## src/design/rob_pkg.sv

```systemverilog
// widths and depths shared by the reorder buffer back end
// import with rob_pkg::* in the module header, testbench uses it too

package rob_pkg;

    ////////////////////////////////
    // datapath
    ////////////////////////////////
    localparam int DATA_W = 32;                // result values and pcs

    ////////////////////////////////
    // register spaces
    ////////////////////////////////
    localparam int NUM_AREGS = 32;
    localparam int AREG_W    = 5;
    localparam int NUM_PREGS = 64;
    localparam int PREG_W    = 6;

    // pregs not covered by the reset map start out free
    localparam int FREE_DEPTH = NUM_PREGS - NUM_AREGS;
    localparam int FREE_PTR_W = 5;             // index into free list storage
    localparam int FREE_CNT_W = FREE_PTR_W + 1; // count reaches FREE_DEPTH

    ////////////////////////////////
    // reorder buffer
    ////////////////////////////////
    localparam int ROB_DEPTH = 16;
    localparam int ROB_IDX_W = 4;
    localparam int ROB_CNT_W = ROB_IDX_W + 1;  // occupancy 0..ROB_DEPTH
    localparam int RETIRE_W  = 2;              // max retirements per cycle

endpackage

```

## src/design/arch_regfile.sv

```systemverilog
// architectural register file, committed state only
// two write ports driven by rob retirement, lane 1 is younger
// one combinational read port for inspection

`timescale 1ns/1ps

module arch_regfile import rob_pkg::*; (
    input  logic              clk,
    input  logic              rstn,
    input  logic              we_0,
    input  logic [AREG_W-1:0] wr_areg_0,
    input  logic [DATA_W-1:0] wr_data_0,
    input  logic              we_1,
    input  logic [AREG_W-1:0] wr_areg_1,
    input  logic [DATA_W-1:0] wr_data_1,
    input  logic [AREG_W-1:0] rd_areg,
    output logic [DATA_W-1:0] rd_data
);

    logic [DATA_W-1:0] regs [NUM_AREGS];

    assign rd_data = regs[rd_areg];

    always_ff @(posedge clk or negedge rstn) begin
        if (!rstn) begin
            for (int i = 0; i < NUM_AREGS; i++) begin
                regs[i] <= '0;
            end
        end else begin
            if (we_0) regs[wr_areg_0] <= wr_data_0;
            if (we_1) regs[wr_areg_1] <= wr_data_1; // younger wins on a clash
        end
    end

endmodule

```

## config.mk

```make
export PLATFORM = sky130hd
export DESIGN_NAME = arch_regfile
export DESIGN_NICKNAME = d
export VERILOG_FILES = /design/src/design/rob_pkg.sv /design/src/design/arch_regfile.sv
export SDC_FILE = /design/constraint.sdc
export NUM_CORES = 2
export LEC_CHECK = 0
export BUFFER_PORTS_ARGS = -buffer_cell sky130_fd_sc_hd__buf_2
export CAP_MARGIN = 20
export CELL_PAD_IN_SITES_DETAIL_PLACEMENT = 0
export CELL_PAD_IN_SITES_GLOBAL_PLACEMENT = 2
export CORE_MARGIN = 5
export CORE_UTILIZATION = 42
export CTS_CLUSTER_DIAMETER = 150
export CTS_CLUSTER_SIZE = 14
export DETAILED_ROUTE_END_ITERATION = 16
export PLACE_DENSITY = 0.83
export SETUP_SLACK_MARGIN = 0.1
export SLEW_MARGIN = 10
export SYNTH_ARGS = -nofsm -noshare
export SYNTH_HDL_FRONTEND = slang
export SYNTH_SLANG_ARGS = --single-unit
```

## constraint.sdc

```tcl
create_clock -name clk -period 2 [get_ports clk]
set_input_delay 0.1 -clock clk [delete_from_list [all_inputs] [get_ports clk]]
set_output_delay 0.1 -clock clk [all_outputs]
set_load 0.1 [all_outputs]
```

Yosys cells after proc, flatten, opt, wreduce, memory -nomap -nowiden
Cells that the tools add are included.

storage, ports and cells
  flip-flop bits (word level) = 1024
  input bits = 83
  logic and storage cells = 53

cells by class
  $lt $le $gt $ge = 5
  muxes and demuxes = 11
  bitwise operators = 3
  reductions and logical operators = 2

operator list
  cell                number
  $bwmux 1024         2
  $mux 1024           2
  $demux 32 s5        2
  $bmux 32 s5         1
  $mux 32             4
  $ge 6x6->1 const B  3
  $not 5->6           3
  $lt 6x1->1 const B  2
  $logic_and 1x1->1   2

Logic depth before layout (Yosys ltp)
  depth after elaboration = 9
  gate-level depth with buffers = 8
  depth with buffers taken out = 5

Worst setup path before layout
OpenSTA, ideal clock, no wires.

  kind = input port to output port
  start = input rd_areg[1]
  end = output rd_data[25]
  arrival time = 2.056 ns
  required time = 1.900 ns
  slack = -0.156 ns
  stages = 8
  path through = buf_2 > buf_2 > buf_2 > buf_4 > mux2i_1 > a22oi_1 > a31oi_1 > nand3_1

between the ends
  longest elaborated chain between the ends = 4

ends and longest elaborated chain
  item                                        line                source
  start: declaration                          arch_regfile.sv:16  input logic [AREG_W-1:0] rd_areg,
  $not 5->6 (not written as such)             arch_regfile.sv:22  assign rd_data = regs[rd_areg];
  $bmux 32 s5                                 arch_regfile.sv:22
  $mux 32 (not written as such) (2 in a row)  arch_regfile.sv:22
  end: declaration                            arch_regfile.sv:17  output logic [DATA_W-1:0] rd_data

Every way passes these cells. The select of a mux whose other input is x is not followed.

Worst setup path in the final report
  start = register regs[831] (netlist bit)
  end = output rd_data[31]

between the ends
  longest elaborated chain between the ends = 3

ends and longest elaborated chain
  item                                        line                source
  start: declaration                          arch_regfile.sv:20  logic [DATA_W-1:0] regs [NUM_AREGS];
  start signal: indexed assignment            arch_regfile.sv:30  if (we_0) regs[wr_areg_0] <= wr_data_0;
  start signal: indexed assignment            arch_regfile.sv:31  if (we_1) regs[wr_areg_1] <= wr_data_1;
  $bmux 32 s5                                 arch_regfile.sv:22
  $mux 32 (not written as such) (2 in a row)  arch_regfile.sv:22

Every way passes these cells. The select of a mux whose other input is x is not followed.

==> impl_results.md <==
- Net Count, Synth: 5936
- P_int: 40.53 mW
- Sw Share: 32.13%
- Clock root cell: clkbuf_16
- GR Overflow Total: 0
- DR DRC count: 0
- Mux contribution to synthesized area: 27.12%
- H-Tree Depth: 3
- Fmax: 427.5 MHz
- Final setup viols: 32
- Hold endpoint: regs[864]
- Die height: 377.4 um
- Die area: 0.1424 sq mm
- Sequential Power Share: 49.0%
- Synth Area in Compound Gates: 12.50%
- Total GRT Usage: 30.25%
- Crit-path slowest cell: dfrtp_1
- Clk slew on worst S/H paths: 70 ps
- Initial antenna violation count: 23
- Port buffer count: 114
- Syn Area/Cell: 9.687 sq um
- Class of the worst hold path: input port to register
- Max Buffers Root-to-Sink: 3
- Hold path depth: 3
- Nets: 5933
- Critical path cell sequence: mux2i_1 > a22o_1 > nor3_1 > a31oi_1 > nand3_2 > buf_12
- First-pass GRT wire length: 317500 um
- Critical path class: register to primary output
- Initial core utilization: 42.38%
- Simple-Gate Fraction of Synth Area: 9.860%
- Tcrit/Tclk final: 117.0%
- CP Capture Type: primary output
- Status: finished, violations left
- Initial DRT Pass Iterations: 8
- Sw power: 19.18 mW
- Die X: 377.4 um
- Via Count: 45037
- R2R depth: 5
- Tmin final: 2339 ps
- Cell Area, Synth: 0.05670 sq mm
- Clk pwr share: 25.9%
- Leak: 30.76 nW
- Final WS setup: -339.0 ps
- Pwr dens: 911.6 mW/mm^2
- CP startpoint kind: register
- Total length of routed wires: 219500 um
- Largest register by flop count: regs
- Synth Area in Adders: 0%
- Area grow syn2layout: 15.53%
- Max IR drop VDD: 0.0007991 V
- R2R Path End: regs[822]
- Max Slew Vio Count: 0
- Worst slew margin: 42.01%
- Fillers: 12295
- RSZ-0062 raised after global routing: true
- Post-synth top area cell: dfrtp_1
- CP Data Required Time: 1900 ps
- Fraction of registers with async set/reset: 100.0%
- Post-synthesis sequential area ratio: 45.19%
- Largest regs: regs x1024
- Iter 0 DRT Violations: 4525
- Cells after Synth: 5853
- Worst R2R Setup Slack: 500 ps
- Max_cap viols: 0
- Final Hold Fails: 0
- Synth area leaders: dfrtp_1, mux2i_1, a21oi_1, nand2_1, nor2_1
- Critical Path AT: 2240 ps
- Post-synth cell types: 36
- Reg-to-Reg Start: regs[822]
- Vias in the first global route: 43407
- Total chip power: 59.71 mW
- Post-synth EDFFs: 0
- Final hold slack: 51.46 ps
- Core area: 0.1338 sq mm
- Worst-Margin Slew: 869.9 ps
- I/O Pins: 115
- Largest register FFs: 1024
- GPL Wtd Cong: 0.8613
- Number of buffers created by CTS: 83
- Via density: 5.903
- Worst Hold Launch: wr_data_0[0]
- Clock Latency Late Sink: 680 ps
- Drt wl/cell: 28.77 um
- Failing checks: setup timing
- Fin cells: 7629
- Slowest stage delay, CP: 390 ps
- # rows: 134
- Total negative setup slack: -7243 ps
- CTS tree: yes
- Synth top area share: 45.19%
- Pin count of the biggest net entering global routing: 97
- CP Max Fanout: 2
- Ratio of cells with drive above 1 in the final layout: 12.28%
- Final ANT Viol Nets: 0
- Layout Skew: 0 ps
- Most used DFF post-synth: dfrtp_1
- Yosys Warn Count: 0
- Flops & latches, synth: 1024
- Sinks on Clock Net: 1024
- Comb power frac: 25.0%
- Post-place setup slack: -125.9 ps
- Synth Area in XOR/XNOR: 0%
- Post-DP HPWL: 137200 um
- Main combinational cell family by area after synthesis: multiplexers
- # placed instances: 7456
-- power groups by stage --
stage | combinational (mW) | sequential (mW) | clock (mW)
floorplan | 10.3 | 28.6 | 0
global placement | 14.0 | 29.4 | 0
detailed placement | 14.4 | 29.5 | 0
CTS | 14.8 | 29.2 | 15.8
global route | 16.5 | 29.8 | 16.5
finish | 15.0 | 29.3 | 15.5
-- worst max path at each step --
stage               cells after the start     endpoint  slack, ps        from
detailed placement                     10  rd_data[13]       -130  rd_areg[0]
floorplan                               8  rd_data[25]         90  rd_areg[1]
CTS                                     7  rd_data[13]       -360   regs[909]
global placement                       10  rd_data[13]       -130  rd_areg[0]
global route                            7  rd_data[13]       -410   regs[909]
finish                                  6  rd_data[31]       -340   regs[831]
-- logic make-up after synthesis --
group / count (synthesis)
muxes: 1536
and+or+nand+nor: 1356
AOI/OAI and AO/OA: 1312
DFF: 1024
buffers and inverters: 625
-- placed cells by master (no fill, tap or decap), types with 80 or more instances in the layout --
cell type  instances
buf_2             80
mux2i_1         1529
dfrtp_1         1024
a21oi_1          608
a22oi_1           96
buf_12           196
o21ai_1          180
clkbuf_16         85
nand2_1          612
nor2_1           516
buf_4            198
o21ai_0          332
-- metrics by stage --
stage	instance area, sq um	utilization [%]
global route	65490	48.95
detailed placement	62180	46.48
finish	65500	48.96
global placement	62180	46.48
CTS	65320	48.82
floorplan	56900	-
-- area by class of cell --
cell class / count / area [sq um] / area share (%)
multi-input combinational: 4204 / 29030 / 44.32
sequential: 1024 / 25620 / 39.12
timing repair buffer: 537 / 6456 / 9.856
tap: 1768 / 2212 / 3.377
clock buffer: 85 / 2127 / 3.247
clock inverter: 3 / 33.78 / 0.05157
antenna: 8 / 20.02 / 0.03056
-- timing repair --
action / CTS / global route
resized for setup: 62 / 7
pin swaps: 53 / 50
hold buffers: 60 / 0
endpoints found under the setup margin: 32 / 32
buffers inserted: 8 / 16
hold endpoints to repair: 1880 / 0
-- cell usage after synthesis (2+ instances only) --
library cell  number
dfrtp_1         1024
nor3b_2            3
buf_4             37
nor2_8             4
clkbuf_1         330
nand3b_1           2
o21ai_1          180
and3b_1            4
a22o_1            64
or2_1              2
buf_12            12
nor2_2            18
buf_6              8
buf_1             13
and3_1             3
a31oi_1           32
buf_2            224
o21ai_0          332
nor2b_1            2
nand2_1          645
or3b_1             4
nor2_1           519
nand3_1           98
nor3b_1            2
nand3b_4           3
a21oi_1          608
mux2i_1         1536
nor3_1            33
a22oi_1           96
nor2_4             8
nand2b_1           2
-- worst max-delay path, delay by kind of cell (launching register included) --
family,cells,cell delay (ps)
flops,1,390
buf+inv,1,260
simple gates,2,310
mux,1,190
compound gates,2,390
-- metal layers --
layer | GRT usage (%) | vias to the layer above | routed length (um)
met3 | 4.232 | 417 | 13920
met5 | 0 | - | 25
li1 | - | 20380 | -
met4 | 10.00 | 4 | 8353
met2 | 48.28 | 1843 | 101000
met1 | 42.63 | 22393 | 96240
(Power assumes the default switching activity.)
