**src/design/rob_pkg.sv**
```systemverilog
// widths and depths shared by the reorder buffer back end
// import with rob_pkg::* in the module header, testbench uses it too

package rob_pkg;

    ////////////////////////////////
    // datapath
    ////////////////////////////////
    localparam int DATA_W = 32;                // result values and pcs

    ////////////////////////////////
    // register spaces
    ////////////////////////////////
    localparam int NUM_AREGS = 32;
    localparam int AREG_W    = 5;
    localparam int NUM_PREGS = 64;
    localparam int PREG_W    = 6;

    // pregs not covered by the reset map start out free
    localparam int FREE_DEPTH = NUM_PREGS - NUM_AREGS;
    localparam int FREE_PTR_W = 5;             // index into free list storage
    localparam int FREE_CNT_W = FREE_PTR_W + 1; // count reaches FREE_DEPTH

    ////////////////////////////////
    // reorder buffer
    ////////////////////////////////
    localparam int ROB_DEPTH = 16;
    localparam int ROB_IDX_W = 4;
    localparam int ROB_CNT_W = ROB_IDX_W + 1;  // occupancy 0..ROB_DEPTH
    localparam int RETIRE_W  = 2;              // max retirements per cycle

endpackage

```
**src/design/free_list.sv**
```systemverilog
// free physical register FIFO
// one pop per dispatch, up to two pushes from retirement per cycle
// reset contents are the pregs above the identity map, ascending

`timescale 1ns/1ps

module free_list import rob_pkg::*; (
    input  logic              clk,
    input  logic              rstn,
    input  logic              pop,
    input  logic              push_0,
    input  logic              push_1,
    input  logic [PREG_W-1:0] push_preg_0,
    input  logic [PREG_W-1:0] push_preg_1,
    output logic [PREG_W-1:0] head_preg
);

    logic [PREG_W-1:0]     mem [FREE_DEPTH];
    logic [FREE_PTR_W-1:0] rd_ptr;
    logic [FREE_PTR_W-1:0] wr_ptr;
    logic [FREE_CNT_W-1:0] count;
    logic [FREE_PTR_W-1:0] wr_ptr_1;           // slot for the younger push

    // younger lane lands behind the older one when both push
    assign wr_ptr_1  = wr_ptr + FREE_PTR_W'(push_0);
    assign head_preg = mem[rd_ptr];

    // reset loads pregs NUM_AREGS and up
    always_ff @(posedge clk or negedge rstn) begin
        if (!rstn) begin
            for (int i = 0; i < FREE_DEPTH; i++) begin
                mem[i] <= PREG_W'(NUM_AREGS + i);
            end
        end else begin
            if (push_0) mem[wr_ptr] <= push_preg_0;
            if (push_1) mem[wr_ptr_1] <= push_preg_1;
        end
    end

    always_ff @(posedge clk or negedge rstn) begin
        if (!rstn) begin
            rd_ptr <= '0;
            wr_ptr <= '0;                      // full, wraps onto rd_ptr
            count  <= FREE_CNT_W'(FREE_DEPTH);
        end else begin
            rd_ptr <= rd_ptr + FREE_PTR_W'(pop);
            wr_ptr <= wr_ptr + FREE_PTR_W'(push_0) + FREE_PTR_W'(push_1);
            count  <= count + FREE_CNT_W'(push_0) + FREE_CNT_W'(push_1)
                    - FREE_CNT_W'(pop);
        end
    end

    ////////////////////////////////
    // checks
    ////////////////////////////////

    // the rob limits in-flight renames, so the list never drains
    a_no_underflow : assert property (
        @(posedge clk) disable iff (!rstn) pop |-> (count != '0)
    ) else $error("free list popped while empty");

    // returned pregs can only be ones handed out earlier
    a_no_overflow : assert property (
        @(posedge clk) disable iff (!rstn) count <= FREE_CNT_W'(FREE_DEPTH)
    ) else $error("free list count above capacity");

endmodule

```
**config.mk**
```make
export PLATFORM = sky130hd
export DESIGN_NAME = free_list
export DESIGN_NICKNAME = d
export VERILOG_FILES = /design/src/design/rob_pkg.sv /design/src/design/free_list.sv
export SDC_FILE = /design/constraint.sdc
export NUM_CORES = 1
export LEC_CHECK = 0
export BUFFER_PORTS_ARGS = -buffer_cell sky130_fd_sc_hd__buf_2
export CORE_MARGIN = 2
export CORE_UTILIZATION = 51
export DETAILED_ROUTE_END_ITERATION = 6
export HOLD_SLACK_MARGIN = 0.06
export PLACE_DENSITY = 0.69
export SYNTH_ARGS = -nofsm -noshare
export SYNTH_HDL_FRONTEND = slang
export SYNTH_SLANG_ARGS = --single-unit
```
**constraint.sdc**
```tcl
create_clock -name clk -period 4.5 [get_ports clk]
set_input_delay 1.125 -clock clk [delete_from_list [all_inputs] [get_ports clk]]
set_output_delay 1.125 -clock clk [all_outputs]
set_load 0.02 [all_outputs]
```
; ---- Yosys cells after proc, flatten, opt, wreduce, memory -nomap -nowiden
; Cells that the tools add are included.
[op_classes]
n_addsub = 3
n_lt_le_gt_ge = 5
n_mux = 11
bitwise_logic = 3
reduce_logical = 2
[op_table]
columns = cell, count
row1 = 192-bit bitwise mux, 2
row2 = 192-bit two-way mux, 2
row3 = 6-bit demux with 5-bit select, 2
row4 = 6-bit binary-select mux with 5-bit select, 1
row5 = 6-bit two-way mux, 4
row6 = "6-bit >= comparator, second input constant", 3
row7 = 5-bit NOT with 6-bit output, 3
row8 = 5-bit by 1-bit adder with 5-bit output, 3
row9 = "6-bit by 1-bit less-than comparator with 1-bit output, second input constant", 2
row10 = 1-bit logical AND, 2
[totals]
register_bits = 202
inputBits = 17
output_inout_bits = 6

; ---- Depth between registers and ports, before layout
[depth]
depth_word = 9
ltp_mapped = 9

; ---- Worst setup path after synthesis
; No wires, ideal clock.
[synth_path]
path_kind = input-to-reg
start = in push_0
end = reg mem[42] (netlist name)
arrival_time_ps = 3049
t_required_ps = 4375
slack_ps = 1327
cell_stages = 6
cell_sequence = ha_1 > ha_1 > clkbuf_1 > or3b_2 > nor2_1 > mux2_2
[synth_via]
elab_chain_len = 8
[synth_lines]
columns = element, line_no
row1 = "start, declared", free_list.sv:11  ; input logic push_0,
row2 = 5-bit by 1-bit adder with 5-bit output, free_list.sv:25  ; assign wr_ptr_1 = wr_ptr + FREE_PTR_W'(push_0);
row3 = 5-bit NOT with 6-bit output (implied by the code), free_list.sv:36  ; if (push_1) mem[wr_ptr_1] <= push_preg_1;
row4 = 6-bit >= comparator (implied by the code) or 6-bit by 1-bit less-than comparator with 1-bit output (tied branches), free_list.sv:36
row5 = 1-bit logical AND (implied by the code), free_list.sv:36
row6 = 6-bit two-way mux (implied by the code), free_list.sv:36
row7 = 6-bit demux with 5-bit select, free_list.sv:36
row8 = 192-bit bitwise mux, free_list.sv:36
row9 = 192-bit two-way mux (*), free_list.sv:36
row10 = "end signal, assigned by index", free_list.sv:32  ; mem[i] <= PREG_W'(NUM_AREGS + i);
row11 = "end signal, assigned by index", free_list.sv:35  ; if (push_0) mem[wr_ptr] <= push_preg_0;
row12 = "end signal, assigned by index", free_list.sv:36
row13 = "end, declared", free_list.sv:18  ; logic [PREG_W-1:0] mem [FREE_DEPTH];
; Mark *: on every way between the ends. The rest lies on a longest branch, timed or not.

; ---- Worst setup path after layout
[layout_path]
start = reg rd_ptr[1]
end = out head_preg[2]
[layout_via]
elab_chain_len = 4
[layout_lines]
columns = element, line_no
row1 = "start, declared", free_list.sv:19  ; logic [FREE_PTR_W-1:0] rd_ptr;
row2 = "start signal, assigned", free_list.sv:46  ; rd_ptr <= rd_ptr + FREE_PTR_W'(pop);
row3 = 5-bit NOT with 6-bit output (implied by the code), free_list.sv:26  ; assign head_preg = mem[rd_ptr];
row4 = 6-bit binary-select mux with 5-bit select, free_list.sv:26
row5 = 6-bit two-way mux (implied by the code) (2 in a row), free_list.sv:26
row6 = "end, declared", free_list.sv:15  ; output logic [PREG_W-1:0] head_preg
; Every way passes these cells. The select of a mux whose other input is x is not followed.

==> flow_summary.ini <==
[run_status]
outcome = completed

[timing]
setup_viol = 0
grt_setup_unrepaired = false
drv_slew = 0
min_period_ns = 4.09
finalCritPeriodShare_pct = 90.8
tns_ns = 0
relSlewSlack_pct = 32.5
fmax_mhz = 245
worst_pin_slew_ns = 1.01
fin_skew_ns = 0.00750
finalHoldViolCount = 0

[worst_setup_path]
startpoint_type = flip-flop
path_cells = buf_4 -> mux4_2 -> a211oi_1 -> a22oi_1 -> buf_2
crit_path_top_delay_cell = dfrtp_1
startpoint = rd_ptr[1]
crit_family = compound AO/OA/AOI/OAI gates
r2r_slack_ns = 1.66
critPathBufInv = 2
crit_fanout = 14
reg2reg_from = wr_ptr[4]
cpPeakStageDelay_ns = 0.59
worstSetupEndpointType = output port
cp.arrival_ns = 2.96
criticalPathCategory = flip-flop to output port
crit_required_ns = 3.38

[die]
die_width_um = 157
num_rows = 56
core_um2 = 23300
dieArea_um2 = 24800
initial_core_util_pct = 51.6
io_pins = 23
fp.dieH_um = 157

[finish]
diodes = 0
drive_above_1_share_pct = 52.1
synthToLayoutAreaGrowth_pct = 8.78
final_nets = 992
nFillCells = 1999

[logic_synthesis]
synth_fp_nets = 1007
yosysWarnings = 0
ys_ff_latch = 202
ys_async_sr_fraction_pct = 100
synth-edff-count = 0
synthTopCellsByArea = mux2_2 27%, dfstp_2 25%, dfrtp_1 19%
synthCells = 984
synth_top_area_share_pct = 27.2
postSynthAreaPerCell_um2 = 12.2
synth_largest_area_cell = mux2_2
seq_area_frac_synth_pct = 43.3
synth_top_flop_cell = dfstp_2
synth_cell_types = 47
netlist_area_um2 = 12000

[clock_tree]
cts_tree = yes
clockRootBuffer = clkbuf_16
postCtsHoldBufs = 0
cts.clk_slew.worst_paths_ns = 0.06
clkLatencyLatePin_ns = 0.51
cts.sinks = 202
cts_buffers = 23
cts_setup_buffers = 0
h-tree-depth = 1
clock_path_buffers = 3
cts-resized-gates = 0

[global_route]
grt.total_usage_pct = 26.4
grt_pass1_wl_um = 49900
grt-ovfl-total = 0
grt_pass1_vias = 8306
antenna_found_initial = 0
grt_max_degree = 121

[route]
dr.pass1.iters = 5
wl_per_cell_um = 24.3
drt_wl_total_um = 31700
vias = 8071
drc = 0
via_per_inst = 6.19
drt-initial-drc-count = 731
ant_nets = 0

[power]
switching_share_pct = 34.7
comb_power_share_pct = 41.7
intPower_mw = 6.32
p_seq_share_pct = 38.9
cellLeakagePower_nw = 5.28
vdd_drop_max_uv = 293
finalPower_mw = 9.67
p_per_area_nw_per_um2 = 740
clkPwrFrac_pct = 19.4
p_switching_mw = 3.36

[placement]
gp_congestion = 0.908
place_hpwl_um = 20300
portBuffers = 22

[hold_path]
worstHoldStart = mem[144]
min_path_type = flip-flop to flip-flop

[job]
maxCapViolCount = 0
## flip-flops by register name, indices dropped and copies added, names as in the netlist
signal and count:
mem 192, rd_ptr 5, wr_ptr 5
## logic make-up (layout without fill, tap and decap cells)
kind of cell	after synthesis	after routing	synth area share, %
multiplexers	412	412	39.9
adder cells (fa/ha/maj)	6	6	0.625
AO/OA/AOI/OAI	115	115	6.01
flip-flops	202	202	43.3
buffers and inverters	75	75	2.84
AND/OR/NAND/NOR	167	167	6.90
XOR/XNOR	7	7	0.510
## synthesized netlist by cell type (8+ instances only)
| library cell | number |
|---|---|
| nand3_1 | 8 |
| nand2b_1 | 8 |
| nor2_1 | 57 |
| o21ai_0 | 38 |
| a221oi_1 | 12 |
| clkbuf_1 | 46 |
| dfrtp_1 | 90 |
| mux4_2 | 24 |
| nand2_1 | 51 |
| mux2_2 | 290 |
| a21oi_1 | 31 |
| buf_4 | 9 |
| mux2i_1 | 98 |
| buf_2 | 15 |
| dfstp_2 | 112 |
| a22oi_1 | 9 |
| nor2_2 | 9 |
## power by group through the flow
stage | combinational [mW] | sequential (mW) | clock, mW
after floorplan | 3.34 | 3.35 | 0
after global placement | 3.90 | 3.75 | 0
after detailed placement | 4.00 | 3.78 | 0
after CTS | 4.01 | 3.75 | 1.91
after global routing | 4.36 | 3.87 | 1.99
final | 4.03 | 3.76 | 1.87
## cell type report
cell class	instances	area, um2	area share [%]
Multi-Input combinational cell	707	6470	49.6
Sequential cell	202	5200	39.8
Clock buffer	33	663	5.08
Tap cell	319	399	3.05
Timing Repair Buffer	32	231	1.77
Clock inverter	7	87.6	0.670
Inverter	3	11.3	0.0862
## path summary, 6_finish.rpt
path	to	depth (start not counted)
hold / removal	mem[144]	2
max in group asynchronous	mem[96]	2
hold reg to reg	mem[144]	2
min in group asynchronous	mem[78]	1
setup / recovery	head_preg[2]	5
setup reg to reg	mem[0]	5
## layer usage
layer	track usage [%]	vias to the layer above	routed length, um
li1	-	3588	-
met1	37.0	4185	14100
met2	43.9	249	15300
met3	2.70	49	1590
met4	6.93	0	696
met5	0	-	0
## cell usage in the layout, fill, tap and decap left out, types with 9 or more instances in the layout
cell       count
mux2_2       290
dfstp_2      112
mux2i_1       98
dfrtp_1       89
nor2_1        57
nand2_1       51
o21ai_0       38
a21oi_1       31
mux4_2        24
clkbuf_16     23
buf_2         21
a221oi_1      12
nor2_2         9
a22oi_1        9
## through the flow
step	std cells	cell area (um2)	hold WS [ns]	setup WS, ns	util, %
global placement	1263	12300	0.540	0.907	52.9
CTS	1303	13100	0.568	0.406	56.2
floorplan	984	12000	0.467	1.33	-
finish	1303	13100	0.565	0.414	56.2
global route	1303	13100	0.584	0.308	56.2
detailed placement	1263	12300	0.560	0.954	52.9
## tightest hold or removal path, delay by kind of cell (launching register included)
kind,cells,cell delay (ns)
compound gates,1,0.08
flops,1,0.37
mux,1,0.11
Power figures use the tool's default switching activity.
