### src/design/rob_pkg.sv
// widths and depths shared by the reorder buffer back end
// import with rob_pkg::* in the module header, testbench uses it too

package rob_pkg;

    ////////////////////////////////
    // datapath
    ////////////////////////////////
    localparam int DATA_W = 32;                // result values and pcs

    ////////////////////////////////
    // register spaces
    ////////////////////////////////
    localparam int NUM_AREGS = 32;
    localparam int AREG_W    = 5;
    localparam int NUM_PREGS = 64;
    localparam int PREG_W    = 6;

    // pregs not covered by the reset map start out free
    localparam int FREE_DEPTH = NUM_PREGS - NUM_AREGS;
    localparam int FREE_PTR_W = 5;             // index into free list storage
    localparam int FREE_CNT_W = FREE_PTR_W + 1; // count reaches FREE_DEPTH

    ////////////////////////////////
    // reorder buffer
    ////////////////////////////////
    localparam int ROB_DEPTH = 16;
    localparam int ROB_IDX_W = 4;
    localparam int ROB_CNT_W = ROB_IDX_W + 1;  // occupancy 0..ROB_DEPTH
    localparam int RETIRE_W  = 2;              // max retirements per cycle

endpackage

### src/design/rename_map.sv
// architectural to physical rename table
// reports the mapping displaced by a dispatch and installs the new preg
// on the dispatch edge, reset state is the identity map

`timescale 1ns/1ps

module rename_map import rob_pkg::*; (
    input  logic              clk,
    input  logic              rstn,
    input  logic              rename_en,
    input  logic [AREG_W-1:0] rename_areg,
    input  logic [PREG_W-1:0] new_preg,
    output logic [PREG_W-1:0] old_preg
);

    logic [PREG_W-1:0] map_tbl [NUM_AREGS];

    // displaced mapping, goes to the rob for freeing at retire
    assign old_preg = map_tbl[rename_areg];

    always_ff @(posedge clk or negedge rstn) begin
        if (!rstn) begin
            for (int i = 0; i < NUM_AREGS; i++) begin
                map_tbl[i] <= PREG_W'(i);      // areg n -> preg n
            end
        end else if (rename_en) begin
            map_tbl[rename_areg] <= new_preg;
        end
    end

endmodule

### config.mk
export PLATFORM = sky130hd
export DESIGN_NAME = rename_map
export DESIGN_NICKNAME = d
export VERILOG_FILES = /design/src/design/rob_pkg.sv /design/src/design/rename_map.sv
export SDC_FILE = /design/constraint.sdc
export NUM_CORES = 1
export LEC_CHECK = 0
export ABC_AREA = 1
export BUFFER_PORTS_ARGS = -buffer_cell sky130_fd_sc_hd__buf_2
export CAP_MARGIN = 5
export CORE_ASPECT_RATIO = 1.5
export CORE_MARGIN = 3
export CORE_UTILIZATION = 50
export DETAILED_ROUTE_END_ITERATION = 8
export GPL_TIMING_DRIVEN = 0
export MAX_ROUTING_LAYER = met4
export PLACE_DENSITY = 0.72
export REMOVE_ABC_BUFFERS = 1
export SLEW_MARGIN = 20
export SYNTH_ARGS = -nofsm -noshare
export SYNTH_HDL_FRONTEND = slang
export SYNTH_SLANG_ARGS = --single-unit
### constraint.sdc
create_clock -name clk -period 1.95 [get_ports clk]
set_input_delay 0.4875 -clock clk [delete_from_list [all_inputs] [get_ports clk]]
set_output_delay 0.4875 -clock clk [all_outputs]
set_load 0.01 [all_outputs]
# Word-level counts from Yosys, hierarchy flattened
# Cells that the tools add are included.
# op_classes
n_addsub,0
mul,0
div_mod_pow,0
n_lt_le_gt_ge,2
eq_ne,0
n_shift,0
muxes,6
bitwise,1
n_reduce_logical,1
# ops
op,n
bitwise mux 192 bit,1
binary-select mux 6 bit (select 5 bit),1
demux 6 bit (select 5 bit),1
two-way mux 6 bit,3
greater-or-equal comparator 6 bit (second input constant),1
< comparator 6 x 1 -> 1 bit (second input constant),1
NOT 5 -> 6 bit,1
logical AND 1 bit,1
# word_totals
reg_bits,192
latch_bits,0
ram_bits,0
mem_bits_ro,0
inputBits,14
word_cells,42
mem_count,0

# Depth between registers and ports, before layout
# Gate-level depths: netlist of the first run.
# logic_depth
depth_word,6
ltp_mapped,12

# Worst setup path before layout of the first run
# OpenSTA, ideal clock, no wires.
# synth_path
path_kind,input port to output port
start,input port rename_areg[1]
end,output port old_preg[0]
arrival_ns,1.534
required_ns,1.462
slack_ns,-0.072
cell_stages,10
cell_sequence,buf_2 -> inv_1 -> buf_2 -> buf_1 -> nand2_1 -> nand2_1 -> nand2_1 -> nand2_1 -> nor2_1 -> nand2_1
# synth_between
elab_chain_len,4
# synth_rtl
element,line,text
from (decl),rename_map.sv:11,"input logic [AREG_W-1:0] rename_areg,"
NOT 5 -> 6 bit (implied by the code),rename_map.sv:19,assign old_preg = map_tbl[rename_areg];
binary-select mux 6 bit (select 5 bit),rename_map.sv:19,
two-way mux 6 bit (implied by the code) (2 in series),rename_map.sv:19,
to (decl),rename_map.sv:13,output logic [PREG_W-1:0] old_preg
# Every way passes these cells. The select of a mux whose other input is x is not followed.

# Worst setup path in the final report of the first run
# layout_path
start,input port rename_areg[0]
end,output port old_preg[3]
# Same word-level chain as after synthesis.

==> impl_metrics.ini, run 1 <==
[run_status]
status = complete, but fails checks
failed_checks = setup timing

[routing]
detail_route.drc_violations = 0
drt_iter0_drc = 528
wl_per_cell_um = 16.59
ant_nets = 0
firstDrtPassIters = 5
totalWireLength_um = 24790
via_count = 7881
via_per_inst = 5.275

[finish]
antenna_cells = 0
reg_top3 = map_tbl x192
largest_reg_flops = 192
final_cell_mix = 679 x nand2_1, 138 x o21ai_0, 112 x dfrtp_1
drive_above_1_share = 0.1742
layout_commonest_cell = nand2_1
largest_register = map_tbl
final_cells = 1494
fin_nets = 1247
final_util = 0.5918
area_growth_pct = 15.28

[sta]
min_period_ns = 2.162
worst_clock_skew_ns = 0
max_freq_mhz = 462.6
setup-tns-final_ns = -1.067
fin_ws_ns = -0.2119
final-hold-violation-count = 0
slew_headroom = 0.2475
setup-violations-final = 6
maxSlewViolCount = 0
finalCritPeriodShare = 1.109
worst_pin_slew_ns = 1.122
rsz0062_at_grt = yes

[global_route]
overflow = 0
grt_pass1_vias = 7400
grt_use_total = 0.2626
antenna_found_initial = 0
grt_pass1_wl_um = 40000
grt_max_degree = 73

[critical_path]
critical_path_class = in -> out
r2r-end = map_tbl[50]$_DFFE_PN1P_
crit_path_max_incr_delay_ns = 0.15
cp-endpoint = old_preg[3]
timing.rr.start = map_tbl[50]$_DFFE_PN1P_
r2r_slack_ns = 1.10
path_max_fanout = 6
critPathRequiredTime_ns = 1.46
r2r_cells = 2
critPathSlowestCell = buf_2
startpoint = rename_areg[0]
critPathArrivalTime_ns = 1.67
crit_chain = buf_16 -> buf_12 -> inv_8 -> buf_4 -> nand2_2 -> nand2_1 -> nand2_1 -> nand2_1 -> nand2_1 -> nand2_1 -> nor2_2 -> nand2_1 -> buf_2
start_kind = primary input
endpoint_kind = output pin
cp_common_cell = nand2_1

[placed_design]
placement.io_buffers = 19
place_inst = 1431
gp_congestion = 0.8561
hpwlAfterDp_um = 13680

[yosys]
ys_ff_latch = 192
yosysUniqueCellTypes = 19
syn_inst = 1244
avgSynthCellArea_um2 = 7.467
seq_area_frac_synth = 0.5280
synth_warnings = 0
synth.cell_area_mm2 = 0.009289

[die]
initial_utilization = 0.5134
die_y_um = 172.9
die_w_um = 117.3
dieArea_mm2 = 0.02028
num_rows = 60
fp.coreArea_mm2 = 0.01809
io_pins = 20

[min_path]
min_path_type = reg -> reg
min_from = map_tbl[24]$_DFFE_PN1P_

[clock_network]
cts-root-to-sink-buffers = 2
clock_sinks = 192
numCtsBuffers = 17
cts-root-buf = clkbuf_16
tritoncts = done
insertion_delay_ns = 0.42
cts_max_level = 4
clkSlewWorstSetupHoldPaths_ns = 0.07

[flow_run]
maxCapViolations = 0

[power_and_ir_drop]
leakagePower_nw = 5.265
pwr_density_cell_mw_per_mm2 = 989.4
ir_drop_mv = 0.5729
[Yosys cell counts]
cell type | instances | area (µm²)
nand2_1 | 708 | 2658
o21ai_0 | 138 | 690.7
dfrtp_1 | 112 | 2803
dfstp_2 | 80 | 2102
clkbuf_1 | 41 | 153.9
nor2_1 | 40 | 150.1
buf_2 | 35 | 175.2
o21ai_1 | 30 | 150.1
a21oi_1 | 24 | 120.1
inv_1 | 10 | 37.54
nor3_4 | 7 | 113.9
buf_1 | 5 | 18.77
inv_2 | 4 | 15.01
buf_6 | 3 | 33.78
nand3_1 | 2 | 10.01
nor4_2 | 2 | 25.02
buf_4 | 1 | 7.510
inv_4 | 1 | 6.260
nor3b_4 | 1 | 18.77
[power breakdown]
part	total, W	switching, W	leakage, nW	internal (W)
combinational	0.00198	0.00117	2.74	0.000807
clock	0.00324	0.00157	0.249	0.00166
sequential	0.00538	0.000399	2.28	0.00498
[critical path, delay by kind of cell]
kind	cells	cell delay, ns
buf+inv	5	0.57
simple gates	8	0.61
[per-layer routing]
layer | part of all wire | global-route usage
met4 | 0.039 | 0.1114
met3 | 0.046 | 0.03326
met1 | 0.41 | 0.3418
met5 | 0 | -
met2 | 0.50 | 0.4115
[through the flow]
step                area (µm²)  hold slack (ns)  setup slack, ns  power [W]
finish                   10710           0.4743          -0.2119    0.01059
CTS                      10610           0.4771          -0.1893    0.01058
global route             10710           0.4971          -0.2700    0.01122
global placement          9305           0.4619           -3.263   0.007060
detailed placement        9464           0.4474           -1.524   0.007168
floorplan                 8900           0.1919          -0.2957   0.006546
[area by class of cell]
type                            count  area (µm²)
Fill cell                        1643        7385
Sequential cell                   192        4905
Multi-Input combinational cell    952        4045
Timing Repair Buffer               52       787.0
Clock buffer                       19       432.9
Tap cell                          248       310.3
Clock inverter                     13       108.9
Inverter                           15       87.58
Timing Repair inverter              3       31.28
[worst min path at each step]
stage,end,cells after the start
after floorplan,map_tbl[100]$_DFFE_PN0P_,0
after global placement,map_tbl[22]$_DFFE_PN1P_,2
after detailed placement,map_tbl[69]$_DFFE_PN0P_,1
after CTS,map_tbl[24]$_DFFE_PN1P_,2
after global routing,map_tbl[21]$_DFFE_PN1P_,2
final,map_tbl[24]$_DFFE_PN1P_,2
[kinds of logic (layout without fill, tap and decap cells)]
kind of cell    after synthesis  count (layout)  synth area share
buf+inv                     100             102           0.04822
flops                       192             192            0.5280
compound gates              192             192            0.1034
simple gates                760             760            0.3203
[repair_timing]
action | CTS | global route
hold buffers | 1 | 0
gates cloned | 13 | 0
buffers inserted | 15 | 3
gates resized for setup | 39 | 31
pin swaps | 22 | 29
hold endpoints to repair | 6 | 0
setup endpoints to repair | 187 | 26
(Power assumes the default switching activity.)
==> inputs of run 2 (changes only) <==
Settings changed: CORE_UTILIZATION 50 to 31, PLACE_DENSITY 0.72 to 0.51.
==> impl_metrics.ini, run 2 (synthesized netlist as in run 1, its figures left out) <==
[sta]
worst_clock_skew_ns = 0
final-hold-violation-count = 0
maxSlewViolCount = 0
finalCritPeriodShare = 1.168
rsz0062_at_grt = yes
setup-tns-final_ns = -1.783
min_period_ns = 2.277
slew_headroom = 0.4346
whs_ns = 0.4590
max_freq_mhz = 439.2
fin_ws_ns = -0.3270
worst_pin_slew_ns = 0.8451
setup-violations-final = 6

[run_status]
status = complete, but fails checks
failed_checks = setup timing

[critical_path]
start_kind = primary input
path_max_fanout = 14
critPathArrivalTime_ns = 1.79
critical_path_class = in -> out
r2r_slack_ns = 1.15
critPathRequiredTime_ns = 1.46
endpoint_kind = output pin
r2r_cells = 2

[global_route]
antenna_found_initial = 1
grt_pass1_wl_um = 44300
grt_pass1_vias = 7482
grt_use_total = 0.1860
overflow = 0
grt_max_degree = 91

[die]
io_pins = 20
num_rows = 77
initial_utilization = 0.3151
dieArea_mm2 = 0.03212
die_y_um = 218.0
die_w_um = 147.3
fp.coreArea_mm2 = 0.02948

[finish]
largest_register = map_tbl
final_util = 0.3721
final_cells = 1642
final_cell_mix = 661 x nand2_1, 138 x o21ai_0, 112 x dfrtp_1
largest_reg_flops = 192
fin_area_mm2 = 0.01097
fill_cells = 3195
drive_above_1_share = 0.1894
area_growth_pct = 18.10
fin_nets = 1247
layout_commonest_cell = nand2_1
reg_top3 = map_tbl x192

[power_and_ir_drop]
pwr_density_cell_mw_per_mm2 = 980.8
leakagePower_nw = 5.288
ir_drop_mv = 0.6507

[routing]
ant_nets = 0
wl_per_cell_um = 17.00
firstDrtPassIters = 5
detail_route.drc_violations = 0
via_count = 7690
totalWireLength_um = 27920
via_per_inst = 4.683
drt_iter0_drc = 527

[clock_network]
cts-root-buf = clkbuf_16
cts-root-to-sink-buffers = 2
clkSlewWorstSetupHoldPaths_ns = 0.07
numCtsBuffers = 17
tritoncts = done
cts_max_level = 4
insertion_delay_ns = 0.45
clock_sinks = 192

[placed_design]
placement.io_buffers = 19
hpwlAfterDp_um = 15210
place_inst = 1578
postPlaceCellArea_mm2 = 0.009652
gp_congestion = 0.7715

[min_path]
min_path_type = in -> async

[flow_run]
maxCapViolations = 0
## run 2: changes by cell type in the layout (fill, tap and decap cells not counted), moves of 4 or more
| cell | delta |
|---|---|
| inv_2 | +5 |
| nand2_1 | -18 |
| inv_8 | -4 |
| nor2_1 | +5 |
| nand2_2 | +17 |
## run 2: area by class of cell
cell class / instances / area, µm² / area share
timing repair buffer: 52 / 799.5 / 0.07288
clock inverter: 13 / 116.4 / 0.01061
timing repair inverter: 3 / 36.28 / 0.003307
sequential: 192 / 4905 / 0.4471
clock buffer: 19 / 442.9 / 0.04037
multi-input combinational: 952 / 4081 / 0.3720
antenna: 1 / 2.502 / 0.0002281
inverter: 15 / 92.59 / 0.008440
tap: 395 / 494.2 / 0.04505
## run 2: final timing paths
path                                              start                        to
worst min register to register  map_tbl[84]$_DFFE_PN1P_   map_tbl[84]$_DFFE_PN1P_
worst min-delay path                               rstn   map_tbl[65]$_DFFE_PN0P_
worst max register to register  map_tbl[48]$_DFFE_PN1P_   map_tbl[48]$_DFFE_PN1P_
worst max-delay path                     rename_areg[0]               old_preg[3]
max in group asynchronous                          rstn  map_tbl[132]$_DFFE_PN1P_
min in group clk                map_tbl[84]$_DFFE_PN1P_   map_tbl[84]$_DFFE_PN1P_
## run 2: metrics by stage
step / worst slack (ns) / power (W)
6_report: -0.3270 / 0.01076
5_1_grt: -0.3972 / 0.01143
4_1_cts: -0.2836 / 0.01083
3_5_place_dp: -1.172 / 0.007216
3_3_place_gp: -3.599 / 0.007130
2_1_floorplan: -0.2957 / 0.006546
## run 2: layer usage
layer,track usage,vias up,wire [µm]
li1,-,3866,-
met1,0.2313,3644,12310
met2,0.3075,143,13880
met3,0.02744,37,848
met4,0.07121,0,883
met5,-,-,0
## run 2: what timing repair did
item / in CTS / in global routing
setup buffers: 15 / 1
setup endpoints to repair: 136 / 20
pin swaps: 14 / 19
cloned: 11 / 3
endpoints found under the hold margin: 8 / 0
resized for setup: 51 / 26
hold buffers: 1 / 0
## run 2: power by group
part | total [W] | leakage [nW] | internal, W | switching [W]
logic | 0.00200 | 2.75 | 0.000804 | 0.00119
clock network | 0.00339 | 0.257 | 0.00179 | 0.00160
registers | 0.00538 | 2.28 | 0.00498 | 0.000397
total | 0.0108 | 5.29 | 0.00757 | 0.00319
## run 2: critical path, cell delays in order
cell and delay, ns:
buf_16 0.11, buf_16 0.15, clkinv_16 0.09, clkbuf_16 0.19, nand2_1 0.06, nand2_1 0.04, nand2_1 0.05, nand2_1 0.09
nand2_1 0.09, nand2_1 0.05, nor2_1 0.10, nand2_1 0.10, buf_2 0.16
