==> config.mk <==
export PLATFORM = sky130hd
export DESIGN_NAME = reorder_buffer
export DESIGN_NICKNAME = d
export VERILOG_FILES = /design/src/design/rob_pkg.sv /design/src/design/reorder_buffer.sv
export SDC_FILE = /design/constraint.sdc
export NUM_CORES = 2
export LEC_CHECK = 0
export BUFFER_PORTS_ARGS = -buffer_cell sky130_fd_sc_hd__buf_4
export CAP_MARGIN = 5
export CORE_MARGIN = 2
export CORE_UTILIZATION = 55
export CTS_BUF_LIST = sky130_fd_sc_hd__clkbuf_4 sky130_fd_sc_hd__clkbuf_8
export CTS_CLUSTER_DIAMETER = 40
export DETAILED_ROUTE_END_ITERATION = 12
export GPL_ROUTABILITY_DRIVEN = 0
export PLACE_DENSITY = 0.73
export SYNTH_ARGS = -nofsm -noshare
export SYNTH_HDL_FRONTEND = slang
export SYNTH_SLANG_ARGS = --single-unit
==> constraint.sdc <==
create_clock -name clk -period 15.43 [get_ports clk]
set_clock_uncertainty 0.05 [all_clocks]
set_input_delay 1.543 -clock clk [delete_from_list [all_inputs] [get_ports clk]]
set_output_delay 1.543 -clock clk [all_outputs]
set_load 0.02 [all_outputs]
==> src/design/rob_pkg.sv <==
// widths and depths shared by the reorder buffer back end
// import with rob_pkg::* in the module header, testbench uses it too

package rob_pkg;

    ////////////////////////////////
    // datapath
    ////////////////////////////////
    localparam int DATA_W = 32;                // result values and pcs

    ////////////////////////////////
    // register spaces
    ////////////////////////////////
    localparam int NUM_AREGS = 32;
    localparam int AREG_W    = 5;
    localparam int NUM_PREGS = 64;
    localparam int PREG_W    = 6;

    // pregs not covered by the reset map start out free
    localparam int FREE_DEPTH = NUM_PREGS - NUM_AREGS;
    localparam int FREE_PTR_W = 5;             // index into free list storage
    localparam int FREE_CNT_W = FREE_PTR_W + 1; // count reaches FREE_DEPTH

    ////////////////////////////////
    // reorder buffer
    ////////////////////////////////
    localparam int ROB_DEPTH = 16;
    localparam int ROB_IDX_W = 4;
    localparam int ROB_CNT_W = ROB_IDX_W + 1;  // occupancy 0..ROB_DEPTH
    localparam int RETIRE_W  = 2;              // max retirements per cycle

endpackage

==> src/design/reorder_buffer.sv <==
// in-order entry store for the back end
// dispatch writes the tail, two completion ports mark entries done,
// and up to two done entries leave from the head each cycle
// retire and free-return outputs are registered; arf writes land on the same edge

`timescale 1ns/1ps

module reorder_buffer import rob_pkg::*; (
    input  logic                 clk,
    input  logic                 rstn,
    // dispatch
    input  logic                 disp_en,
    input  logic [AREG_W-1:0]    disp_areg,
    input  logic [PREG_W-1:0]    disp_old_preg,
    input  logic [DATA_W-1:0]    disp_pc,
    output logic                 not_full,
    output logic [ROB_IDX_W-1:0] tail_idx,
    // completion
    input  logic                 comp_valid_0,
    input  logic [ROB_IDX_W-1:0] comp_idx_0,
    input  logic [DATA_W-1:0]    comp_data_0,
    input  logic                 comp_valid_1,
    input  logic [ROB_IDX_W-1:0] comp_idx_1,
    input  logic [DATA_W-1:0]    comp_data_1,
    // retirement, lane 0 is older
    output logic                 ret_valid_0,
    output logic [AREG_W-1:0]    ret_areg_0,
    output logic [DATA_W-1:0]    ret_data_0,
    output logic [DATA_W-1:0]    ret_pc_0,
    output logic                 ret_valid_1,
    output logic [AREG_W-1:0]    ret_areg_1,
    output logic [DATA_W-1:0]    ret_data_1,
    output logic [DATA_W-1:0]    ret_pc_1,
    // free list return
    output logic                 free_push_0,
    output logic [PREG_W-1:0]    free_preg_0,
    output logic                 free_push_1,
    output logic [PREG_W-1:0]    free_preg_1,
    // arf write ports
    output logic                 arf_we_0,
    output logic [AREG_W-1:0]    arf_areg_0,
    output logic [DATA_W-1:0]    arf_data_0,
    output logic                 arf_we_1,
    output logic [AREG_W-1:0]    arf_areg_1,
    output logic [DATA_W-1:0]    arf_data_1
);

    ////////////////////////////////
    // entry state
    ////////////////////////////////
    logic [ROB_DEPTH-1:0] occ;                 // slot holds an instruction
    logic [ROB_DEPTH-1:0] done;                // result written
    logic [AREG_W-1:0]    ent_areg     [ROB_DEPTH];
    logic [PREG_W-1:0]    ent_old_preg [ROB_DEPTH];
    logic [DATA_W-1:0]    ent_pc       [ROB_DEPTH];
    logic [DATA_W-1:0]    ent_data     [ROB_DEPTH];

    logic [ROB_IDX_W-1:0] head;
    logic [ROB_IDX_W-1:0] head_1;              // entry behind the head
    logic [ROB_IDX_W-1:0] tail;
    logic [ROB_CNT_W-1:0] count;

    logic                   retire_0;
    logic                   retire_1;
    logic [$clog2(RETIRE_W):0] num_ret;

    assign not_full = (count != ROB_CNT_W'(ROB_DEPTH));
    assign tail_idx = tail;
    assign head_1   = head + 1'b1;

    // stop at the first incomplete entry, lane 1 needs lane 0
    assign retire_0 = occ[head] && done[head];
    assign retire_1 = retire_0 && occ[head_1] && done[head_1];
    assign num_ret  = {1'b0, retire_0} + {1'b0, retire_1};

    // arf sees the retire decision itself, so it updates with ret_*
    assign arf_we_0   = retire_0;
    assign arf_areg_0 = ent_areg[head];
    assign arf_data_0 = ent_data[head];
    assign arf_we_1   = retire_1;
    assign arf_areg_1 = ent_areg[head_1];
    assign arf_data_1 = ent_data[head_1];

    // pregs go back on the same flop as the retire pulse
    assign free_push_0 = ret_valid_0;
    assign free_push_1 = ret_valid_1;

    ////////////////////////////////
    // control
    ////////////////////////////////
    always_ff @(posedge clk or negedge rstn) begin
        if (!rstn) begin
            occ         <= '0;
            done        <= '0;
            head        <= '0;
            tail        <= '0;
            count       <= '0;
            ret_valid_0 <= 1'b0;
            ret_valid_1 <= 1'b0;
        end else begin
            // retiring slots never overlap the tail or a completion target
            if (retire_0) begin
                occ[head]  <= 1'b0;
                done[head] <= 1'b0;
            end
            if (retire_1) begin
                occ[head_1]  <= 1'b0;
                done[head_1] <= 1'b0;
            end
            if (disp_en) begin
                occ[tail]  <= 1'b1;
                done[tail] <= 1'b0;
            end
            if (comp_valid_0) done[comp_idx_0] <= 1'b1;
            if (comp_valid_1) done[comp_idx_1] <= 1'b1;

            head  <= head + ROB_IDX_W'(num_ret);
            tail  <= tail + ROB_IDX_W'(disp_en);
            count <= count + ROB_CNT_W'(disp_en) - ROB_CNT_W'(num_ret);

            ret_valid_0 <= retire_0;
            ret_valid_1 <= retire_1;
        end
    end

    ////////////////////////////////
    // payload
    ////////////////////////////////
    always_ff @(posedge clk) begin
        if (disp_en) begin
            ent_areg[tail]     <= disp_areg;
            ent_old_preg[tail] <= disp_old_preg;
            ent_pc[tail]       <= disp_pc;
        end
        if (comp_valid_0) ent_data[comp_idx_0] <= comp_data_0;
        if (comp_valid_1) ent_data[comp_idx_1] <= comp_data_1;

        if (retire_0) begin
            ret_areg_0  <= ent_areg[head];
            ret_data_0  <= ent_data[head];
            ret_pc_0    <= ent_pc[head];
            free_preg_0 <= ent_old_preg[head];
        end
        if (retire_1) begin
            ret_areg_1  <= ent_areg[head_1];
            ret_data_1  <= ent_data[head_1];
            ret_pc_1    <= ent_pc[head_1];
            free_preg_1 <= ent_old_preg[head_1];
        end
    end

    ////////////////////////////////
    // checks
    ////////////////////////////////

    // completions must name a live entry that has not finished yet
    a_comp_live_0 : assert property (
        @(posedge clk) disable iff (!rstn)
        comp_valid_0 |-> (occ[comp_idx_0] && !done[comp_idx_0])
    ) else $error("completion port 0 hit a free or finished entry");

    a_comp_live_1 : assert property (
        @(posedge clk) disable iff (!rstn)
        comp_valid_1 |-> (occ[comp_idx_1] && !done[comp_idx_1])
    ) else $error("completion port 1 hit a free or finished entry");

    // top gates dispatch with not_full
    a_disp_not_full : assert property (
        @(posedge clk) disable iff (!rstn) disp_en |-> not_full
    ) else $error("dispatch into a full rob");

endmodule

# Word level (Yosys, flattened, before mapping)
# Memories as Yosys holds them, arrays and structs flattened. A register that Yosys moved wholly into a read port is not among the register bits.
# Index checks and enable logic that the tools add are counted.
[classes] n_addsub=6 n_lt_le_gt_ge=10 eq_ne=1 mux=32 bitwise_logic=11 reduce_logical=8
[ops] operator="16-bit 2-to-1 mux" count=8
[ops] operator="16-bit bitwise AND" count=5
[ops] operator="16-bit NOT" count=3
[ops] operator="16-bit bitwise OR" count=3
[ops] operator="4-bit by 5-bit less-than comparator with 1-bit output, second input constant" count=5
[ops] operator="1-bit demux with 4-bit select" count=5
[ops] operator="4-bit by 1-bit greater-or-equal comparator with 1-bit output, second input constant" count=5
[ops] operator="1-bit binary-select mux with 4-bit select" count=4
[ops] operator="1-bit 2-to-1 mux" count=15
[ops] operator="1-bit logical AND" count=8
[ops] operator="5-bit by 1-bit adder with 5-bit output" count=1
[ops] operator="5-bit inequality test, second input constant" count=1
[ops] operator="5-bit by 2-bit subtractor with 5-bit output" count=1
[ops] operator="4-bit by 1-bit adder with 4-bit output" count=1
[ops] operator="4-bit by 1-bit adder with 4-bit output, second input constant" count=1
[ops] operator="4-bit by 2-bit adder with 4-bit output" count=1
[ops] operator="1-bit by 1-bit adder with 2-bit output" count=1
[word_totals] regBits=121 ram_bits=1200 inputBits=120 elab_cells=83 mem_count=4
[mem_list] memory="ent_data" depth=16 width=32 rd=2 rd_clocked_by_memory_dff=0 wr=2 line_no="reorder_buffer.sv:56" rtl="logic [DATA_W-1:0] ent_data [ROB_DEPTH];"
[mem_list] memory="ent_pc" depth=16 width=32 rd=2 rd_clocked_by_memory_dff=2 wr=1 line_no="reorder_buffer.sv:55" rtl="logic [DATA_W-1:0] ent_pc [ROB_DEPTH];"
[mem_list] memory="ent_old_preg" depth=16 width=6 rd=2 rd_clocked_by_memory_dff=2 wr=1 line_no="reorder_buffer.sv:54" rtl="logic [PREG_W-1:0] ent_old_preg [ROB_DEPTH];"
[mem_list] memory="ent_areg" depth=16 width=5 rd=2 rd_clocked_by_memory_dff=0 wr=1 line_no="reorder_buffer.sv:53" rtl="logic [AREG_W-1:0] ent_areg [ROB_DEPTH];"

# Depth between registers and ports, before layout
[depth] word_depth=15 ltp_mapped=23

# Worst setup path after synthesis
# No wires, ideal clock.
[synth_path] kind="register to register" from="register head[0]" to="register count[4]" t_arrival_ps=8265 required_time_ps=15257 path_slack_ps=6992 stages_incl_launch_ff=23 path_cell_list="dfrtp_1 buf_4 inv_1 buf_4 ha_1 buf_2 buf_2 buf_2 o2111ai_1 nand4_1 or2_2 a21oi_1 ha_1 ha_1 inv_1 ha_1 inv_1 fa_1 inv_1 a21oi_1 nor2_1 nor2_1 xnor2_1"
[synth_via] elab_chain_len=7 word_cells_on_any_way=14 classes_between="add/sub: 3; mux: 8; reduce/logical: 3"
[synth_lines] item="start, declared" line_no="reorder_buffer.sv:58" rtl="logic [ROB_IDX_W-1:0] head;"
[synth_lines] item="start signal, assigned" line_no="reorder_buffer.sv:117" rtl="head <= head + ROB_IDX_W'(num_ret);"
[synth_lines] item="4-bit by 1-bit adder with 4-bit output or 1-bit binary-select mux with 4-bit select (tied branches)" line_no="reorder_buffer.sv:69, reorder_buffer.sv:72"
[synth_lines] item="1-bit binary-select mux with 4-bit select or 1-bit 2-to-1 mux (tied branches)" line_no="reorder_buffer.sv:73, reorder_buffer.sv:72"
[synth_lines] item="1-bit 2-to-1 mux (not written as such) or 1-bit logical AND (tied branches)" line_no="reorder_buffer.sv:73, reorder_buffer.sv:72"
[synth_lines] item="1-bit logical AND" line_no="reorder_buffer.sv:73" rtl="assign retire_1 = retire_0 && occ[head_1] && done[head_1];"
[synth_lines] item="1-bit logical AND *" line_no="reorder_buffer.sv:73"
[synth_lines] item="named net arf_we_1" line_no="reorder_buffer.sv:43" rtl="output logic arf_we_1,"
[synth_lines] item="1-bit by 1-bit adder with 2-bit output *" line_no="reorder_buffer.sv:74" rtl="assign num_ret = {1'b0, retire_0} + {1'b0, retire_1};"
[synth_lines] item="5-bit by 2-bit subtractor with 5-bit output *" line_no="reorder_buffer.sv:119" rtl="count <= count + ROB_CNT_W'(disp_en) - ROB_CNT_W'(num_ret);"
[synth_lines] item="end signal, assigned" line_no="reorder_buffer.sv:119"
[synth_lines] item="end, declared" line_no="reorder_buffer.sv:61" rtl="logic [ROB_CNT_W-1:0] count;"
# The timed path passes the listed nets; every way through them passes the cells marked *. The select of a mux whose other input is x is not followed.
# A chain may end at the register's enable or synchronous reset.

# Worst setup path after layout
[layout_path] from="register head[0]" to="output port arf_areg_1[4]"
[layout_via] elab_chain_len=2
[layout_lines] item="4-bit by 1-bit adder with 4-bit output" line_no="reorder_buffer.sv:69" rtl="assign head_1 = head + 1'b1;"
[layout_lines] item="memory 16 x 5 bit"
[layout_lines] item="end, declared" line_no="reorder_buffer.sv:44" rtl="output logic [AREG_W-1:0] arf_areg_1,"
# No other way between the ends.

==> results.sh <==
export IMPL_max_cap_violations=0
export IMPL_p_int_mw=10.48
export IMPL_ys_top_cells_by_area="edfxtp_1 60%, mux4_2 25%, mux2_2 8.6%"
export IMPL_seq_power_share=0.324
export IMPL_overflow=0
export IMPL_arrival_ns=7.12
export IMPL_fmax_mhz=114.8
export IMPL_port_buffers=354
export IMPL_cts_hold_buf=0
export IMPL_route_detailed_drc=0
export IMPL_crit_required_ns=13.84
export IMPL_avgRoutedWirePerCell_um=33.62
export IMPL_hold_path_class="register to register"
export IMPL_clockRootBuffer="clkbuf_8"
export IMPL_totalWireLength_um=183100
export IMPL_drtAntennaViolNets=0
export IMPL_synthArstFlopShare=0.03364
export IMPL_grt_use_total=0.2959
export IMPL_slew_headroom=0.1987
export IMPL_path_clk_slew_ns=0.07
export IMPL_firstDrtPassIters=5
export IMPL_grt_first_pass_wirelength_um=267900
export IMPL_peakVddDrop_uv=257.9
export IMPL_min_period_over_period=0.5644
export IMPL_tightest_slew_ns=1.202
export IMPL_fin_ws_ns=6.722
export IMPL_dieArea_um2=125600
export IMPL_clock_sinks=1397
export IMPL_cts_buffer_depth=3
export IMPL_whs_ns=0.4784
export IMPL_synth_top_area_share=0.6001
export IMPL_synthCells=3253
export IMPL_critPathMaxFanout=117
export IMPL_drt_iter0_markers=4440
export IMPL_netlist_area_um2=67550
export IMPL_drive_above_1_share=0.5644
export IMPL_status="completed"
export IMPL_final_area_um2=76790
export IMPL_rows=128
export IMPL_final_util=0.6301
export IMPL_syn_num_nets=3395
export IMPL_synthDistinctLibCells=47
export IMPL_worst_setup_path_start_kind="register"
export IMPL_p_comb_frac=0.471
export IMPL_final_nets=3761
export IMPL_post_cts_buffers=0
export IMPL_yosysWarningCount=0
export IMPL_ctsHtreeMaxLevel=4
export IMPL_fillCellCount=8331
export IMPL_place_ws_ns=7.563
export IMPL_clock_latency_ns=0.96
export IMPL_p_total_mw=16.34
export IMPL_initial_core_util=0.5542
export IMPL_post_cts_resized=0
export IMPL_cts_tree="done"
export IMPL_synth_edf_count=1350
export IMPL_instances_no_fill=5446
export IMPL_hpwlAfterDp_um=99220
export IMPL_switchingPower_mw=5.862
export IMPL_setup_tns_ns=0
export IMPL_routed_via_density=6.877
export IMPL_avgSynthCellArea_um2=20.77
export IMPL_synth_ff_type="edfxtp_1"
export IMPL_rsz0062_at_grt="no"
export IMPL_p_clk_frac=0.205
export IMPL_fp_dieW_um=354.5
export IMPL_p_sw_frac=0.3587
export IMPL_ys_ff_latch=1397
export IMPL_grt_start_max_net_pins=157
export IMPL_timing_final_crit_period_ns=8.708
export IMPL_dp_cells=5011
export IMPL_antenna_found_initial=22
export IMPL_cts_buffers=231
export IMPL_die_h_um=354.5
export IMPL_areaGrowthSynthToFinish_pct=13.69
export IMPL_core_region_area_um2=121900
export IMPL_yosysSeqAreaShare=0.6175
export IMPL_critPathCaptureType="output port"
export IMPL_postPlaceCellArea_um2=71990
export IMPL_yosysTopAreaCell="edfxtp_1"
export IMPL_crit_type="register to output port"
export IMPL_finalHoldViolations=0
export IMPL_pin_count=355
export IMPL_p_leak_nw=25.08
export IMPL_setup_viol=0
export IMPL_finalMaxSlewViolations=0
export IMPL_p_per_area_nw_per_um2=212.8
export IMPL_grt_pass1_vias=39850
export IMPL_dr_total_vias=37450
logic make-up after synthesis:
| group | share of synthesized area |
|---|---|
| adders and majority gates | 0.004297 |
| buffers and inverters | 0.02125 |
| AOI/OAI and AO/OA | 0.008465 |
| and+or+nand+nor | 0.01019 |
| muxes | 0.3367 |
| xor gates and xnor gates | 0.001538 |
| DFF | 0.6175 |
placed cells by master, fill, tap and decap left out, drive strengths merged, types with 4 or more instances in the layout:
| cell type | count |
|---|---|
| o21bai | 11 |
| nor2b | 6 |
| o41ai | 6 |
| nand3b | 4 |
| nand4 | 8 |
| clkbuf | 320 |
| xnor2 | 9 |
| a41o | 4 |
| o2111ai | 4 |
| nor2 | 21 |
| mux4 | 753 |
| nor3 | 4 |
| inv | 51 |
| clkinvlp | 11 |
| nand2 | 56 |
| nand2b | 10 |
| nand3 | 22 |
| ha | 20 |
| a21oi | 4 |
| clkinv | 75 |
| mux2 | 513 |
| bufinv | 11 |
| o22ai | 9 |
| o31ai | 4 |
| diode | 10 |
| buf | 429 |
| or3 | 4 |
| edfxtp | 1350 |
| dfrtp | 47 |
| o21ai | 22 |
| a31o | 8 |
final timing paths:
check | slack [ns] | cells past startpoint | startpoint | endpoint
min in group asynchronous | 0.57 | 1 | rstn | free_push_0
worst max-delay path | 6.72 | 8 | head[0] | arf_areg_1[4]
worst min-delay path | 0.48 | 1 | done[9] | done[9]
max in group asynchronous | 14.23 | 1 | rstn | head[2]
worst min register to register | 0.48 | 1 | done[9] | done[9]
worst max register to register | 8.93 | 20 | head[0] | count[4]
synthesized netlist by cell type, types with 9 or more instances:
| cell | n |
|---|---|
| dfrtp_1 | 47 |
| nand2b_1 | 10 |
| edfxtp_1 | 1350 |
| buf_1 | 14 |
| ha_1 | 20 |
| nand3_1 | 22 |
| clkbuf_1 | 169 |
| mux4_2 | 753 |
| nand2_1 | 56 |
| o22ai_1 | 9 |
| buf_2 | 105 |
| inv_1 | 41 |
| o21bai_1 | 11 |
| o21ai_0 | 16 |
| mux2_2 | 513 |
| nor2_1 | 21 |
layer usage:
metal	vias up	wire, um	track usage
met2	2361	91390	0.4800
met5	-	162	0
met3	442	19440	0.07506
li1	14790	-	-
met4	24	6070	0.1121
met1	19830	66020	0.3903
power by group through the flow:
stage / clock network [mW] / registers, mW / logic [mW]
2_1_floorplan: 0 / 5.52 / 5.13
3_3_place_gp: 0 / 5.33 / 7.63
3_5_place_dp: 0 / 5.36 / 7.74
4_1_cts: 3.40 / 5.29 / 7.77
5_1_grt: 3.57 / 5.34 / 8.12
6_report: 3.35 / 5.29 / 7.70
flip-flops by register name (all words and copies together), names as in the netlist, 16 cells and up:
name	count
ret_pc_1	32
occ	16
ret_data_0	32
done	16
ent_areg	80
ent_pc	512
ent_old_preg	96
ret_pc_0	32
ret_data_1	32
ent_data	512
worst max-delay path, cell delays in order, from the launching register on:
cell and delay [ns]:
dfrtp_4 0.82, inv_1 0.45, ha_4 0.91, buf_12 0.65
buf_4 0.91, buf_4 0.85, mux4_2 0.41, mux4_2 0.56
buf_4 0.19
final cells by class:
type	instances	area [um2]	share of cell area
flip-flops and latches	1397	41730	0.5433
multi-input cells	1517	24790	0.3228
clock buffers	320	3960	0.05157
repair buffers	429	3271	0.04259
well taps	1625	2033	0.02648
clock inverters	105	823.3	0.01072
inverters	43	168.9	0.002200
diodes	10	25.02	0.0003259
Power figures use the tool's default switching activity.
